**config.mk**
```make
export PLATFORM = sky130hd
export DESIGN_NAME = upt_fetch
export DESIGN_NICKNAME = d
export VERILOG_FILES = /design/src/verilog/cmd_pkg.sv /design/src/verilog/list_pkg.sv /design/src/verilog/upt_fetch.sv
export SDC_FILE = /design/constraint.sdc
export NUM_CORES = 1
export LEC_CHECK = 0
export ABC_AREA = 1
export BUFFER_PORTS_ARGS = -buffer_cell sky130_fd_sc_hd__buf_2
export CORE_AREA = 5 5 542 544
export CTS_CLUSTER_SIZE = 20
export DETAILED_ROUTE_END_ITERATION = 6
export DIE_AREA = 0 0 547 549
export SLEW_MARGIN = 25
export SYNTH_ARGS = -nofsm -noshare
export SYNTH_HDL_FRONTEND = slang
export SYNTH_SLANG_ARGS = --single-unit
```
**constraint.sdc**
```tcl
create_clock -name clk -period 1.26 [get_ports clk]
set_input_delay 0.063 -clock clk [delete_from_list [all_inputs] [get_ports clk]]
set_output_delay 0.063 -clock clk [all_outputs]
set_load 0.03 [all_outputs]
```
**src/verilog/cmd_pkg.sv**
```systemverilog
/*
 * Command interface definitions
 * Operation codes of the update channel and the query level width.
 */
package cmd_pkg;

  // Field widths on the command ports
  localparam int op_w    = 2;
  localparam int level_w = 8;

  // Update operations
  typedef enum logic [op_w-1:0] {
    OP_CLEAR   = 2'b00,
    OP_ADD     = 2'b01,
    OP_DELETE  = 2'b10,
    OP_REPLACE = 2'b11
  } op_t;

  // Query slot number
  // Wider than a slot index so out-of-range levels can be requested
  typedef logic [level_w-1:0] level_t;

endpackage

```
**src/verilog/list_pkg.sv**
```systemverilog
/*
 * List storage format
 * One list is a fixed array of slots, each holding a valid bit,
 * a key and a size. The table keeps one list state per list id.
 */
package list_pkg;

  // Table geometry
  localparam int num_slots = 4;
  localparam int num_lists = 64;

  // Slot index within a list
  typedef logic [$clog2(num_slots)-1:0] slot_t;

  // Valid slot count, 0 up to num_slots inclusive
  typedef logic [$clog2(num_slots+1)-1:0] count_t;

  // List id, one table row per id
  typedef logic [$clog2(num_lists)-1:0] list_id_t;

  // Payload of one slot
  typedef logic [63:0] key_t;
  typedef logic [31:0] size_t;

  // One slot, 97 bits
  typedef struct packed {
    logic  vld;
    key_t  key;
    size_t size;
  } entry_t;

  // Whole list as stored in one table row, 388 bits
  // Slot 0 is the lowest index
  typedef entry_t [num_slots-1:0] list_state_t;

endpackage
```
**src/verilog/upt_fetch.sv**
```systemverilog
/*
 * Update stage 0
 * Captures an update request and picks the newest in-flight copy of
 * the same list from the later stages.
 */
`timescale 1ns/1ns

module upt_fetch (
    input  logic                  clk
  , input  logic                  rst
  // Incoming request
  , input  logic                  upt_vld
  , input  list_pkg::list_id_t    upt_id
  , input  cmd_pkg::op_t          upt_op
  , input  list_pkg::key_t        upt_key
  , input  list_pkg::size_t       upt_size
  // Result entering writeback this edge
  , input  logic                  exe_vld
  , input  list_pkg::list_id_t    exe_id
  , input  list_pkg::list_state_t exe_state
  // Writeback, writing the table this edge
  , input  logic                  wb_vld
  , input  list_pkg::list_id_t    wb_id
  , input  list_pkg::list_state_t wb_state
  // Stage register
  , output logic                  f_vld
  , output list_pkg::list_id_t    f_id
  , output cmd_pkg::op_t          f_op
  , output list_pkg::key_t        f_key
  , output list_pkg::size_t       f_size
  , output logic [1:0]            f_fwd_sel
  , output list_pkg::list_state_t f_fwd_state
);

  logic exe_hit;
  logic wb_hit;

  // Same list still in flight
  assign exe_hit = exe_vld && (exe_id == upt_id);
  assign wb_hit  = wb_vld && (wb_id == upt_id);

  always_ff @(posedge clk) begin
    if (rst) begin
      f_vld <= 1'b0;
    end else begin
      f_vld <= upt_vld;
    end
  end

  always_ff @(posedge clk) begin
    if (upt_vld) begin
      f_id   <= upt_id;
      f_op   <= upt_op;
      f_key  <= upt_key;
      f_size <= upt_size;
      // One-hot, bit 0 from execute, bit 1 from writeback
      // Execute is younger so it wins
      f_fwd_sel <= {wb_hit && !exe_hit, exe_hit};
      f_fwd_state <= exe_hit ? exe_state : wb_state;
    end
  end

endmodule

```
==> out/metrics.yaml <==
logic_synthesis:
  synth_cells: 1857
  synthTopCellsByCount: "nand2_1, edfxtp_1, nand3_2"
  synth_cell_types: 25
  synth-seq-cells: 495
  synth_edf_count: 494
  synth_area_mm2: 0.0229
  yosysWarnings: 0
  synth_area_leaders: "edfxtp_1, nand2_1, nand3_2"
  ys_seq_area_frac: 0.650
  synth.avg_cell_area_um2: 12.3
  synth_top_cell_by_area: "edfxtp_1"
  synthArstFlopShare: 0
  syn-num-nets: 2754
  synth.most_common_cell: "nand2_1"
  synth_top_area_frac: 0.649
  ys.flop_type: "edfxtp_1"
sta:
  slew_headroom: 0.678
  holdWs_ns: -0.134
  hold_violations: 2
  rsz0062_at_grt: "yes"
  worst_pin_slew_ns: 0.482
  setup_violations: 880
  timing.final.crit_period_ns: 1.65
  fin_crit_sh: 1.31
  fmax_mhz: 607
  maxSlewViolCount: 0
  setup_ws_ns: -0.387
run_status:
  status: "finished with violations"
  violations: "hold timing, setup timing"
layout:
  final_core_util: 0.175
  regArea_mm2: 0.0149
  finalNonFillerCells: 8295
  area_growth_syn_to_layout_pct: 122
  multi_input_area_mm2: 0.00663
  layout-drive-gt1-share: 0.451
  fill_cells: 31533
  nets: 5258
global_routing:
  grt_pass1_wl_um: 281000
  grt_pass1_vias: 26959
  grt_max_degree: 53
  antenna_found_initial: 266
  grt_use_total: 0.143
  grt_overflow_total: 0
detailed_routing:
  met3_length_um: 31700
  drtIter0Drc: 2281
  met1_length_um: 86800
  vias_per_cell: 3.23
  met2WireLength_um: 97400
  drc: 0
  routedWlPerCell_um: 27.4
  wl_um: 227000
  drt_pass1_iterations: 6
  via_count: 26779
  ant_nets: 0
  highest_layer: "met5"
power_and_ir_drop:
  p_switching_w: 0.0176
  p_clk_frac: 0.377
  leakage_nw: 21.1
  internal_power_w: 0.0380
  pwr_density_cell_mw_per_mm2: 1100
  swShare: 0.316
  p_comb_frac: 0.256
  ir_worst_vdd_v: 0.000985
  p_seq_frac: 0.367
clocking:
  clkSlewWorstSetupHoldPaths_ns: 0.05
  cts_sinks: 495
  cts_setup_buffers: 0
  cts_tree: "built"
  clk_path_buf_depth: 4
  numCtsBuffers: 74
  h-tree-depth: 3
  root_buffer: "clkbuf_16"
critical_path:
  cpPeakStageDelay_ns: 0.58
  path_buf_inv: 1
  endpoint_kind: "output port"
  cp.arrival_ns: 1.58
  worst_path_max_delay_cell: "edfxtp_1"
  path_class: "reg2out"
  crit_path_start_kind: "flip-flop"
  cp_cell_sequence: "buf_6"
  critPathTopFamily: "flip-flops"
  critPathMaxFanout: 1
  critical_path_required_ns: 1.20
place:
  io_buffers: 1391
  place_inst: 7092
  dp_hpwl_um: 194000
  gp_congestion: 0.949
die:
  start_util: 0.0791
  ios: 1392
  core_mm2: 0.289
  die_h_um: 549
  die_area_mm2: 0.300
  die_x_um: 547
  rows: 198
min_path:
  min_path_type: "in2reg"
flow_run:
  maxCapViolations: 0
[repair_timing]
| action | 4_1_cts | 5_1_grt |
|---|---|---|
| hold buffers | 991 | 6 |
| cloned | 0 | 1 |
| pin swaps | 0 | 2 |
| resized for setup | 979 | 13 |
| endpoints found under the setup margin | 495 | 885 |
| hold endpoints to repair | 777 | 7 |
[routing by layer]
layer / global-route usage / up-vias
met5: 0.00269 / -
met4: 0.0541 / 140
met3: 0.0781 / 532
met2: 0.220 / 2030
met1: 0.167 / 12534
li1: - / 11543
[cells in the final DEF, fill, tap and decap left out, types with 76 or more instances in the layout]
cell type        n
nand3_2        301
edfxtp_1       494
buf_2          895
nand2_1        800
nand3_1         89
dlygate4sd3_1  992
diode_2         85
buf_6          488
clkbuf_16       76
buf_4          138
[cell type report]
type,instances,share of cell area
Tap cell,3800,0.0938
Antenna cell,85,0.00420
Clock buffer,79,0.0373
Clock inverter,46,0.00896
Multi-Input combinational cell,1217,0.131
Timing Repair Buffer,2556,0.430
Sequential cell,495,0.293
Inverter,17,0.00126
[final timing paths]
check / start / cells past startpoint / slack [ns] / to
max: f_fwd_state[199] / 1 / -0.39 / f_fwd_state[199]
min: exe_id[5] / 6 / -0.13 / f_fwd_sel[0]
[power groups by stage]
stage | sequential (W) | clock (W) | combinational (W)
after floorplan | 0.0231 | 0 | 0.00151
after global placement | 0.0204 | 0 | 0.00967
after detailed placement | 0.0204 | 0 | 0.00969
after CTS | 0.0204 | 0.0219 | 0.0144
after global routing | 0.0205 | 0.0222 | 0.0150
final | 0.0204 | 0.0210 | 0.0142
[kinds of logic (layout without fill, tap and decap cells)]
kind of cell,Yosys count,count (layout),share of synthesized area
AOI/OAI and AO/OA,5,5,0.00109
and+or+nand+nor,1210,1210,0.288
xor gates and xnor gates,2,2,0.000767
buffers and inverters,145,2698,0.0606
other,0,85,0
DFF,495,495,0.650
[state kept, by name, summed over array words and instances (netlist names)]
register     count
f_op             2
f_fwd_sel        2
f_key           64
f_size          32
f_vld            1
f_id             6
f_fwd_state    388
[per-stage QoR]
| step | hold slack, ns | cell area [um2] | power, W | TNS (ns) | worst slack, ns |
|---|---|---|---|---|---|
| global placement | 0.226 | 35000 | 0.0300 | -161.22 | -0.549 |
| finish | -0.134 | 50700 | 0.0556 | -121.81 | -0.387 |
| global route | -0.121 | 50500 | 0.0578 | -174.17 | -0.450 |
| CTS | -0.225 | 50400 | 0.0567 | -151.60 | -0.488 |
| floorplan | 0.134 | 22900 | 0.0246 | 0 | 0.0855 |
| detailed placement | 0.228 | 35000 | 0.0301 | -158.83 | -0.545 |
Power figures use the tool's default switching activity.
