$ cat config.mk
export PLATFORM = sky130hd
export DESIGN_NAME = qry_pipe
export DESIGN_NICKNAME = d
export VERILOG_FILES = /design/src/verilog/cmd_pkg.sv /design/src/verilog/list_pkg.sv /design/src/verilog/qry_pipe.sv
export SDC_FILE = /design/constraint.sdc
export NUM_CORES = 1
export LEC_CHECK = 0
export ABC_AREA = 1
export BUFFER_PORTS_ARGS = -buffer_cell sky130_fd_sc_hd__buf_2
export CAP_MARGIN = 20
export CORE_AREA = 2 2 196 198
export CTS_BUF_LIST = sky130_fd_sc_hd__clkbuf_4
export DETAILED_ROUTE_END_ITERATION = 6
export DIE_AREA = 0 0 198 200
export SYNTH_ARGS = -nofsm -noshare
export SYNTH_HDL_FRONTEND = slang
export SYNTH_SLANG_ARGS = --single-unit
$ cat constraint.sdc
create_clock -name clk -period 5.6 [get_ports clk]
set_input_delay 0.28 -clock clk [delete_from_list [all_inputs] [get_ports clk]]
set_output_delay 0.28 -clock clk [all_outputs]
set_load 0.01 [all_outputs]
$ cat src/verilog/cmd_pkg.sv
/*
 * Command interface definitions
 * Operation codes of the update channel and the query level width.
 */
package cmd_pkg;

  // Field widths on the command ports
  localparam int op_w    = 2;
  localparam int level_w = 8;

  // Update operations
  typedef enum logic [op_w-1:0] {
    OP_CLEAR   = 2'b00,
    OP_ADD     = 2'b01,
    OP_DELETE  = 2'b10,
    OP_REPLACE = 2'b11
  } op_t;

  // Query slot number
  // Wider than a slot index so out-of-range levels can be requested
  typedef logic [level_w-1:0] level_t;

endpackage

$ cat src/verilog/list_pkg.sv
/*
 * List storage format
 * One list is a fixed array of slots, each holding a valid bit,
 * a key and a size. The table keeps one list state per list id.
 */
package list_pkg;

  // Table geometry
  localparam int num_slots = 4;
  localparam int num_lists = 64;

  // Slot index within a list
  typedef logic [$clog2(num_slots)-1:0] slot_t;

  // Valid slot count, 0 up to num_slots inclusive
  typedef logic [$clog2(num_slots+1)-1:0] count_t;

  // List id, one table row per id
  typedef logic [$clog2(num_lists)-1:0] list_id_t;

  // Payload of one slot
  typedef logic [63:0] key_t;
  typedef logic [31:0] size_t;

  // One slot, 97 bits
  typedef struct packed {
    logic  vld;
    key_t  key;
    size_t size;
  } entry_t;

  // Whole list as stored in one table row, 388 bits
  // Slot 0 is the lowest index
  typedef entry_t [num_slots-1:0] list_state_t;

endpackage
$ cat src/verilog/qry_pipe.sv
/*
 * Query stage
 * Selects the requested slot from the query table read, counts the
 * valid slots and registers the response.
 */
`timescale 1ns/1ns

module qry_pipe (
    input  logic                  clk
  , input  logic                  rst
  // Request, table read issued in the same cycle
  , input  logic                  qry_vld
  , input  cmd_pkg::level_t       qry_level
  // Query table read data
  , input  list_pkg::list_state_t tbl_data
  // Response
  , output logic                  qry_resp_vld
  , output list_pkg::key_t        qry_key
  , output list_pkg::size_t       qry_size
  , output logic                  qry_error
  , output list_pkg::count_t      qry_listsize
);
  import list_pkg::*;
  import cmd_pkg::*;

  logic   rd_vld;
  level_t rd_level;
  count_t cnt;
  entry_t ent;
  logic   err;

  // Align request with the registered table output
  always_ff @(posedge clk) begin
    if (rst) begin
      rd_vld       <= 1'b0;
      qry_resp_vld <= 1'b0;
    end else begin
      rd_vld       <= qry_vld;
      qry_resp_vld <= rd_vld;
    end
  end

  always_comb begin
    cnt = '0;
    for (int i = 0; i < num_slots; i++) begin
      cnt = cnt + count_t'(tbl_data[i].vld);
    end
    // Low bits pick the slot, range check covers the rest
    ent = tbl_data[rd_level[$bits(slot_t)-1:0]];
    err = (rd_level >= level_t'(num_slots)) || !ent.vld;
  end

  always_ff @(posedge clk) begin
    if (qry_vld) begin
      rd_level <= qry_level;
    end
    if (rd_vld) begin
      qry_key      <= err ? '0 : ent.key;
      qry_size     <= err ? '0 : ent.size;
      qry_error    <= err;
      qry_listsize <= cnt;
    end
  end

endmodule

==> flow_metrics.py <==
metrics = {
    "outcome": {
        "outcome": "finished clean",
    },
    "logic_synthesis": {
        "yosysSeqAreaShare": 0.362,
        "synth_area_per_cell_um2": 6.22,
        "async_flop_share": 0,
        "ys_types": 20,
        "yosys-top-cells-count": "nand2_1, inv_1, nand3_1",
        "yosysWarnings": 0,
        "synth_top_cell_by_area": "edfxtp_1",
        "syn_nets": 1860,
        "synth_area_leaders": "edfxtp_1, nand2_1, inv_1",
        "ys.flop_type": "edfxtp_1",
        "synthCells": 1458,
        "synth_most_common_cell": "nand2_1",
        "ys_ff_latch": 110,
        "syn-cell-area_um2": 9060,
        "synth_top_area_frac": 0.358,
        "synth_edf_count": 108,
    },
    "route": {
        "num_vias": 9722,
        "first_pass_iters": 4,
        "wirelength_met1_mm": 12.2,
        "avgViaCountPerCell": 4.00,
        "wl_per_cell_um": 12.0,
        "drtAntennaViolNets": 0,
        "wirelength_mm": 29.2,
        "dr.max_layer_used": "met4",
        "wl_met2_mm": 14.2,
        "drcViolationCount": 0,
        "wl_met3_mm": 2.17,
        "drt-initial-drc-count": 352,
    },
    "setup_path": {
        "required_ns": 5.87,
        "worst_setup_path_start_kind": "flop",
        "crit_chain": "inv_4 -> nand3_2 -> nand3_4 -> buf_4 -> nor2_1",
        "r2r_setup_slack_ns": 2.66,
        "worstSetupPathType": "reg2reg",
        "worstPathMaxFanout": 53,
        "timing.rr.start": "rd_level[1]",
        "r2r_cells": 5,
        "crit_family": "buffers and inverters",
        "r2r_end": "qry_key[41]",
        "cpMaxStageDelayCell": "buf_4",
        "path_depth": 5,
        "cp-startpoint": "rd_level[1]",
        "arrival_ns": 3.21,
        "critPathCaptureType": "flop",
        "crit_path_max_incr_delay_ns": 0.79,
        "worstPathBufferInverterCount": 2,
        "endpoint": "qry_key[41]",
    },
    "timing": {
        "hold_viol": 0,
        "rsz0062_at_grt": "false",
        "fin_setup_tns_ns": 0,
        "slew_headroom": 0.357,
        "period_needed_ns": 2.94,
        "fin_ws_ns": 2.66,
        "max_freq_ghz": 0.340,
        "drv_slew": 0,
        "setup_viol": 0,
        "skew_ns": 0.0246,
        "tightest_slew_ns": 0.964,
        "whs_ns": 0.116,
        "post-route-period-util": 0.525,
    },
    "clocking": {
        "cts.clk_slew.worst_paths_ns": 0.16,
        "cts_tree": "built",
        "cts.htree.levels": 3,
        "cts_max_path_buffers": 2,
        "cts_made_buffers": 9,
        "ctsRootBufferMaster": "clkbuf_4",
        "cts_sinks": 110,
        "post_cts_buffers": 0,
        "clock_latency_ns": 0.54,
    },
    "placement": {
        "gp_congestion": 0.851,
        "dp_hpwl_mm": 22.7,
        "placedInstanceArea_um2": 11800,
        "pre_cts_slack_ns": 2.52,
        "port_buffers": 499,
    },
    "power_and_ir_drop": {
        "vdd_drop_max_mv": 0.0944,
        "powerDensity_nw_per_um2": 158,
        "p_leak_nw": 7.99,
    },
    "hold_path": {
        "hold_class": "in2reg",
    },
    "global_route": {
        "grt_pass1_vias": 9074,
        "grt_first_pass_wirelength_mm": 44.8,
        "overflow": 0,
        "antenna_found_initial": 2,
        "grtUsageTotal": 0.145,
        "grt_max_degree": 102,
    },
    "layout": {
        "drive_gt1_frac": 0.307,
        "final_util": 0.322,
        "area_growth_pct": 32.7,
        "fill_cells": 4174,
        "design_area_um2": 12000,
        "final_net_count": 2314,
    },
    "floorplanning": {
        "fp.dieW_um": 198,
        "die_y_um": 200,
        "core_area_um2": 37400,
        "ios": 500,
        "dieArea_um2": 39600,
        "row_count": 71,
        "initial_core_util": 0.242,
    },
    "run": {
        "max_cap_violations": 0,
    },
}
[cells by family after synthesis]
group | after synthesis | synth area share
AND/OR/NAND/NOR | 782 | 0.379
buffers and inverters | 563 | 0.254
flip-flops | 110 | 0.362
adder cells (fa/ha/maj) | 3 | 0.00497
[worst register-to-register path: stages, from the launching register on]
cell,delay [ns]
edfxtp_1,0.46
inv_4,0.49
nand3_2,0.20
nand3_4,0.60
buf_4,0.80
nor2_1,0.15
[where the power goes]
| group | leakage [nW] | internal, mW | total, mW | switching (mW) |
|---|---|---|---|---|
| clock | 0.0607 | 0.101 | 0.377 | 0.276 |
| sequential | 1.27 | 0.911 | 0.922 | 0.0111 |
| combinational | 6.66 | 0.241 | 0.596 | 0.354 |
[area by class of cell]
| cell class | instances | area (um2) | area share |
|---|---|---|---|
| clock inverter | 5 | 36.3 | 0.00302 |
| tap | 511 | 639 | 0.0532 |
| clock buffer | 11 | 82.6 | 0.00687 |
| timing repair buffer | 517 | 2660 | 0.221 |
| inverter | 489 | 1840 | 0.153 |
| sequential | 110 | 3290 | 0.273 |
| multi-input combinational | 785 | 3480 | 0.289 |
| antenna | 1 | 2.50 | 0.000208 |
[registers in the layout, summed over array words and instances (netlist names)]
signal	cells
qry_size	32
qry_error	1
qry_resp_vld	1
qry_key	64
qry_listsize	3
rd_vld	1
rd_level	8
[per-layer routing]
metal	global-route usage	vias to the layer above
met1	0.171	4300
met3	0.0316	33
met5	0	-
li1	-	5031
met4	0.0535	0
met2	0.258	358
[what timing repair did]
item,in CTS,in global routing
endpoints found under the hold margin,10,0
hold buffers,10,0
endpoints found under the setup margin,0,0
resized for setup,0,0
[how the worst min path moves through the flow]
stage,from,end,slack (ns),cells after the start
2_1_floorplan,rst,rd_vld,0.35,1
3_3_place_gp,qry_level[3],rd_level[3],0.46,1
3_5_place_dp,qry_level[6],rd_level[6],0.46,1
4_1_cts,tbl_data[290],qry_listsize[0],0.02,2
5_1_grt,qry_vld,rd_level[6],0.05,1
6_report,tbl_data[290],qry_listsize[0],0.12,2
[metrics by stage]
step | power, mW | cells
2_1_floorplan | 1.32 | 1458
6_report | 1.89 | 2429
3_3_place_gp | 1.54 | 2402
5_1_grt | 2.04 | 2429
3_5_place_dp | 1.54 | 2402
4_1_cts | 1.94 | 2428
[cells in the final DEF, fill, tap and decap left out, types with 2 or more instances in the layout]
master and n:
nor2_1 70, clkinvlp_4 2, buf_2 499, nand3_1 193, clkbuf_4 11, buf_4 8
clkinv_4 2, ha_1 2, inv_1 457, nor2_4 31, inv_2 30, nand2_1 485
dlygate4sd3_1 10, edfxtp_1 108
No activity file was read; power rests on OpenSTA's default activity.
