===== config.mk =====
export PLATFORM = sky130hd
export DESIGN_NAME = upt_execute
export DESIGN_NICKNAME = d
export VERILOG_FILES = /design/src/verilog/cmd_pkg.sv /design/src/verilog/list_pkg.sv /design/src/verilog/upt_execute.sv
export SDC_FILE = /design/constraint.sdc
export NUM_CORES = 2
export LEC_CHECK = 0
export ABC_AREA = 0
export BUFFER_PORTS_ARGS = -buffer_cell sky130_fd_sc_hd__buf_2
export CORE_AREA = 2 2 503 505
export DETAILED_ROUTE_END_ITERATION = 7
export DIE_AREA = 0 0 505 507
export GPL_TIMING_DRIVEN = 0
export HOLD_SLACK_MARGIN = 0.02
export PLACE_DENSITY = 0.3
export SETUP_SLACK_MARGIN = 0.2
export SYNTH_ARGS = -nofsm -noshare
export SYNTH_HDL_FRONTEND = slang
export SYNTH_SLANG_ARGS = --single-unit

===== constraint.sdc =====
create_clock -name clk -period 5.2 [get_ports clk]
set_clock_uncertainty 0.15 [all_clocks]
set_input_delay 0.26 -clock clk [delete_from_list [all_inputs] [get_ports clk]]
set_output_delay 0.26 -clock clk [all_outputs]
set_load 0.02 [all_outputs]

===== src/verilog/cmd_pkg.sv =====
/*
 * Command interface definitions
 * Operation codes of the update channel and the query level width.
 */
package cmd_pkg;

  // Field widths on the command ports
  localparam int op_w    = 2;
  localparam int level_w = 8;

  // Update operations
  typedef enum logic [op_w-1:0] {
    OP_CLEAR   = 2'b00,
    OP_ADD     = 2'b01,
    OP_DELETE  = 2'b10,
    OP_REPLACE = 2'b11
  } op_t;

  // Query slot number
  // Wider than a slot index so out-of-range levels can be requested
  typedef logic [level_w-1:0] level_t;

endpackage


===== src/verilog/list_pkg.sv =====
/*
 * List storage format
 * One list is a fixed array of slots, each holding a valid bit,
 * a key and a size. The table keeps one list state per list id.
 */
package list_pkg;

  // Table geometry
  localparam int num_slots = 4;
  localparam int num_lists = 64;

  // Slot index within a list
  typedef logic [$clog2(num_slots)-1:0] slot_t;

  // Valid slot count, 0 up to num_slots inclusive
  typedef logic [$clog2(num_slots+1)-1:0] count_t;

  // List id, one table row per id
  typedef logic [$clog2(num_lists)-1:0] list_id_t;

  // Payload of one slot
  typedef logic [63:0] key_t;
  typedef logic [31:0] size_t;

  // One slot, 97 bits
  typedef struct packed {
    logic  vld;
    key_t  key;
    size_t size;
  } entry_t;

  // Whole list as stored in one table row, 388 bits
  // Slot 0 is the lowest index
  typedef entry_t [num_slots-1:0] list_state_t;

endpackage

===== src/verilog/upt_execute.sv =====
/*
 * Update stage 1
 * Applies CLEAR, ADD, DELETE or REPLACE to the current list state
 * and decides whether the update fails.
 */
`timescale 1ns/1ns

module upt_execute (
    input  logic                  clk
  , input  logic                  rst
  // From fetch
  , input  logic                  f_vld
  , input  list_pkg::list_id_t    f_id
  , input  cmd_pkg::op_t          f_op
  , input  list_pkg::key_t        f_key
  , input  list_pkg::size_t       f_size
  , input  logic [1:0]            f_fwd_sel
  , input  list_pkg::list_state_t f_fwd_state
  // Update table read data, aligned with fetch
  , input  list_pkg::list_state_t tbl_data
  // To writeback
  , output logic                  exe_vld
  , output list_pkg::list_id_t    exe_id
  , output list_pkg::list_state_t exe_state
  , output logic                  exe_error
);
  import list_pkg::*;
  import cmd_pkg::*;

  logic [num_lists-1:0] live;
  list_state_t          cur;
  slot_t                free_idx;
  slot_t                hit_idx;
  logic                 full;
  logic                 no_hit;

  // Lists updated since reset
  // A list not yet touched is treated as empty
  always_ff @(posedge clk) begin
    if (rst) begin
      live <= '0;
    end else if (f_vld) begin
      live[f_id] <= 1'b1;
    end
  end

  // Current list, forwarded state beats the table
  always_comb begin
    if (|f_fwd_sel) begin
      cur = f_fwd_state;
    end else if (live[f_id]) begin
      cur = tbl_data;
    end else begin
      cur = '0;
    end
  end

  // Lowest free slot and lowest valid key match
  // Scan downward so the lowest index is left last
  always_comb begin
    free_idx = '0;
    hit_idx  = '0;
    full     = 1'b1;
    no_hit   = 1'b1;
    for (int i = num_slots - 1; i >= 0; i--) begin
      if (!cur[i].vld) begin
        free_idx = slot_t'(i);
        full     = 1'b0;
      end
      if (cur[i].vld && (cur[i].key == f_key)) begin
        hit_idx = slot_t'(i);
        no_hit  = 1'b0;
      end
    end
  end

  // Apply the operation, a failed one leaves the list as it was
  always_comb begin
    exe_state = cur;
    exe_error = 1'b0;
    case (f_op)
      OP_CLEAR: begin
        exe_state = '0;
      end
      OP_ADD: begin
        exe_error = full;
        if (!full) begin
          exe_state[free_idx].vld  = 1'b1;
          exe_state[free_idx].key  = f_key;
          exe_state[free_idx].size = f_size;
        end
      end
      OP_DELETE: begin
        exe_error = no_hit;
        if (!no_hit) begin
          exe_state[hit_idx] = '0;
        end
      end
      OP_REPLACE: begin
        exe_error = no_hit;
        if (!no_hit) begin
          exe_state[hit_idx].size = f_size;
        end
      end
      default: begin
        exe_error = 1'b1;
      end
    endcase
  end

  assign exe_vld = f_vld;
  assign exe_id  = f_id;

endmodule


==> results_dict.tcl <==
set metrics [dict create \
    ant_nets 0 \
    p_clk_share_pct 9.0 \
    fmax_mhz 180 \
    areaGrowthSynthToFinish_pct 88.6 \
    arrival_ps 5160 \
    reg2reg_setup_slack_ps 4410 \
    start_util_pct 8.64 \
    setup_ws_ps -370 \
    grt_use_met3_pct 7.55 \
    reg_top3 "live x64" \
    wire_per_inst_microns 50.7 \
    synthFlopType "dfxtp_1" \
    firstDrtPassIters 8 \
    yosysTopAreaCellShare_pct 11.6 \
    swShare_pct 60.4 \
    yosys.area.top_type "a22oi_1" \
    whs_ps 212 \
    ys_seq_area_share_pct 5.92 \
    ys_warn_count 0 \
    syn-instance-count 3356 \
    n_fill_cell 29200 \
    maxCapViolCount 5 \
    synth_edf_count 0 \
    cellPowerDensity_nw_per_um2 149 \
    place_inst 7981 \
    outcome "finished, violations left" \
    cts.path.max_buffers 2 \
    top_usage_layer "met2" \
    ios 1281 \
    grt_use_met2_pct 50.8 \
    setup_viol 194 \
    p_leak_nw 15.9 \
    gp_congestion 0.986 \
    p_sw_mw 3.67 \
    drtIter0Drc 5710 \
    worstSetupPathType "input port to primary output" \
    postCtsHoldBufs 0 \
    syn-num-nets 4241 \
    grt_pass1_wl_microns 499000 \
    final-max-slew-violation-count 33 \
    vias_per_cell 5.11 \
    tightest_slew_ps 1560 \
    route.detailed.drc 0 \
    wl_microns 418000 \
    dp_hpwl_microns 351000 \
    largest_reg_flops 64 \
    synthTopCellsByArea "a22oi_1, a21oi_1, nand2_1, o22ai_1, dfxtp_1" \
    io_buffers 1258 \
    antenna_found_initial 317 \
    required_ps 4790 \
    async_reset_ff_share_pct 0 \
    grt_max_degree 11 \
    design.die.area_sq_um 256000 \
    syn_avg_cell_area_sq_um 6.45 \
    ir_drop_mv 0.141 \
    finalHoldViolations 0 \
    slew_headroom_pct -3.92 \
    rows 184 \
    pre_cts_ws_ps -3430 \
    cts.clk_slew.worst_paths_ps 50 \
    grt_pass1_vias 38700 \
    finalSetupTns_ps -21340 \
    cts_buffers 9 \
    cts_root_buffer "clkbuf_16" \
    end_kind "primary output" \
    grt_usage_pct 30.7 \
    seq_power_share_pct 8.2 \
    insertion_delay_ps 340 \
    power.internal_mw 2.40 \
    fin_crit_ps 5570 \
    cts_sinks 64 \
    coreArea_sq_um 250000 \
    combinationalPowerShare_pct 82.8 \
    ys_seq_elements 64 \
    htree_levels 3 \
    crit_fanout 10 \
    die_w_microns 505 \
    min_path_type "input port to flop" \
    start_kind "input port" \
    violations "capacitance limit, slew limit, setup timing" \
    final_cells 8253 \
    cts_tree "done" \
    synth_cell_types 103 \
    drive_gt1_share_pct 46.5 \
    finalNetCount 5654 \
    rsz0062_at_grt "true" \
    overflow 0 \
    regMostFlops "live" \
    use_met1_pct 34.2 \
    fin_crit_sh_pct 107 \
    die_h_microns 507 \
    syn_area_sq_um 21600 \
    vias 42200 \
    fin_util_pct 16.3 \
]
## routing by layer
layer  wire [microns]  part of all wire, %
met1           151000                   36
met3            36200                  8.7
met5              359                0.086
met4            37500                  9.0
met2           193000                   46
## timing repair
action | in CTS | in global routing
resized for setup | 632 | 1125
pin swaps | 37 | 113
setup buffers | 67 | 44
setup endpoints to repair | 389 | 381
cloned | 0 | 14
## per-stage QoR
step / total power, mW / area, sq um
6_report: 6.07 / 40800
3_5_place_dp: 4.60 / 32600
5_1_grt: 6.10 / 40700
3_3_place_gp: 4.58 / 32100
4_1_cts: 5.42 / 35800
2_1_floorplan: 2.09 / 21600
## worst max-delay path, stage by stage
cell and delay [ps]:
buf_6 270, inv_1 130, clkbuf_4 340, o2bb2ai_1 280, nor4_2 430, a21oi_1 170
nor4_2 360, o211a_1 300, o211ai_1 190, nor3_1 340, nand4_1 390, a41oi_4 440
buf_6 250, mux2_1 360, o22ai_2 300, buf_2 250
## final timing paths
check	cells after the start	from	endpoint
min reg2reg	2	live[40]	live[40]
max reg2reg	2	live[7]	live[7]
min	4	f_id[1]	live[5]
max	16	f_key[33]	exe_state[108]
## layout make-up
class	count	area, sq um	share of cell area [%]
multi-input cells	2825	21400	52.4
repair buffers	1402	9600	23.5
well taps	3348	4190	10.3
plain buffers	375	3240	7.94
flip-flops and latches	64	1290	3.16
inverters	92	505	1.24
diodes	132	330	0.810
clock buffers	14	244	0.598
clock inverters	1	5.00	0.0123
## power groups by stage
stage / sequential (mW) / combinational [mW] / clock [mW]
after CTS: 0.496 / 4.37 / 0.557
after global routing: 0.496 / 5.03 / 0.578
after floorplan: 0.506 / 1.59 / 0
after global placement: 0.507 / 4.07 / 0
after detailed placement: 0.507 / 4.09 / 0
final: 0.496 / 5.03 / 0.547
## cell usage in the layout, fill, tap and decap left out, drive strengths merged, types with 33 or more instances in the layout
master,netlist,layout
o2bb2ai,42,42
buf,142,1531
a22o,65,65
a32oi,36,36
inv,79,56
nand2b,50,50
nor2b,69,69
mux2,72,72
nor4,47,47
nand4,39,39
clkbuf,233,257
nor2,281,281
xnor2,34,34
dfxtp,64,64
o21ai,213,213
diode,0,132
o22ai,265,265
a22oi,339,339
mux2i,33,33
nand3,63,63
a21oi,312,312
xor2,35,35
nand2,399,399
a21boi,82,82
## cell usage after synthesis (64+ instances only)
master and instances:
a22oi_1 335, a21oi_1 309, a22o_1 65, buf_2 66, o22ai_1 237, a21boi_0 81
dfxtp_1 64, o21ai_0 121, inv_1 75, nor2_1 279, clkbuf_1 233, nor2b_1 69
nand2_1 398
## cell families (layout without fill, tap and decap cells)
kind of cell	after synthesis	after routing	synth area share, %
other	0	132	0
and+or+nand+nor	1059	1059	23.0
AOI/OAI and AO/OA	1592	1592	52.3
buffers and inverters	467	1884	10.2
DFF	64	64	5.92
muxes	105	105	5.80
xor gates and xnor gates	69	69	2.79
No activity file was read; power rests on OpenSTA's default activity.
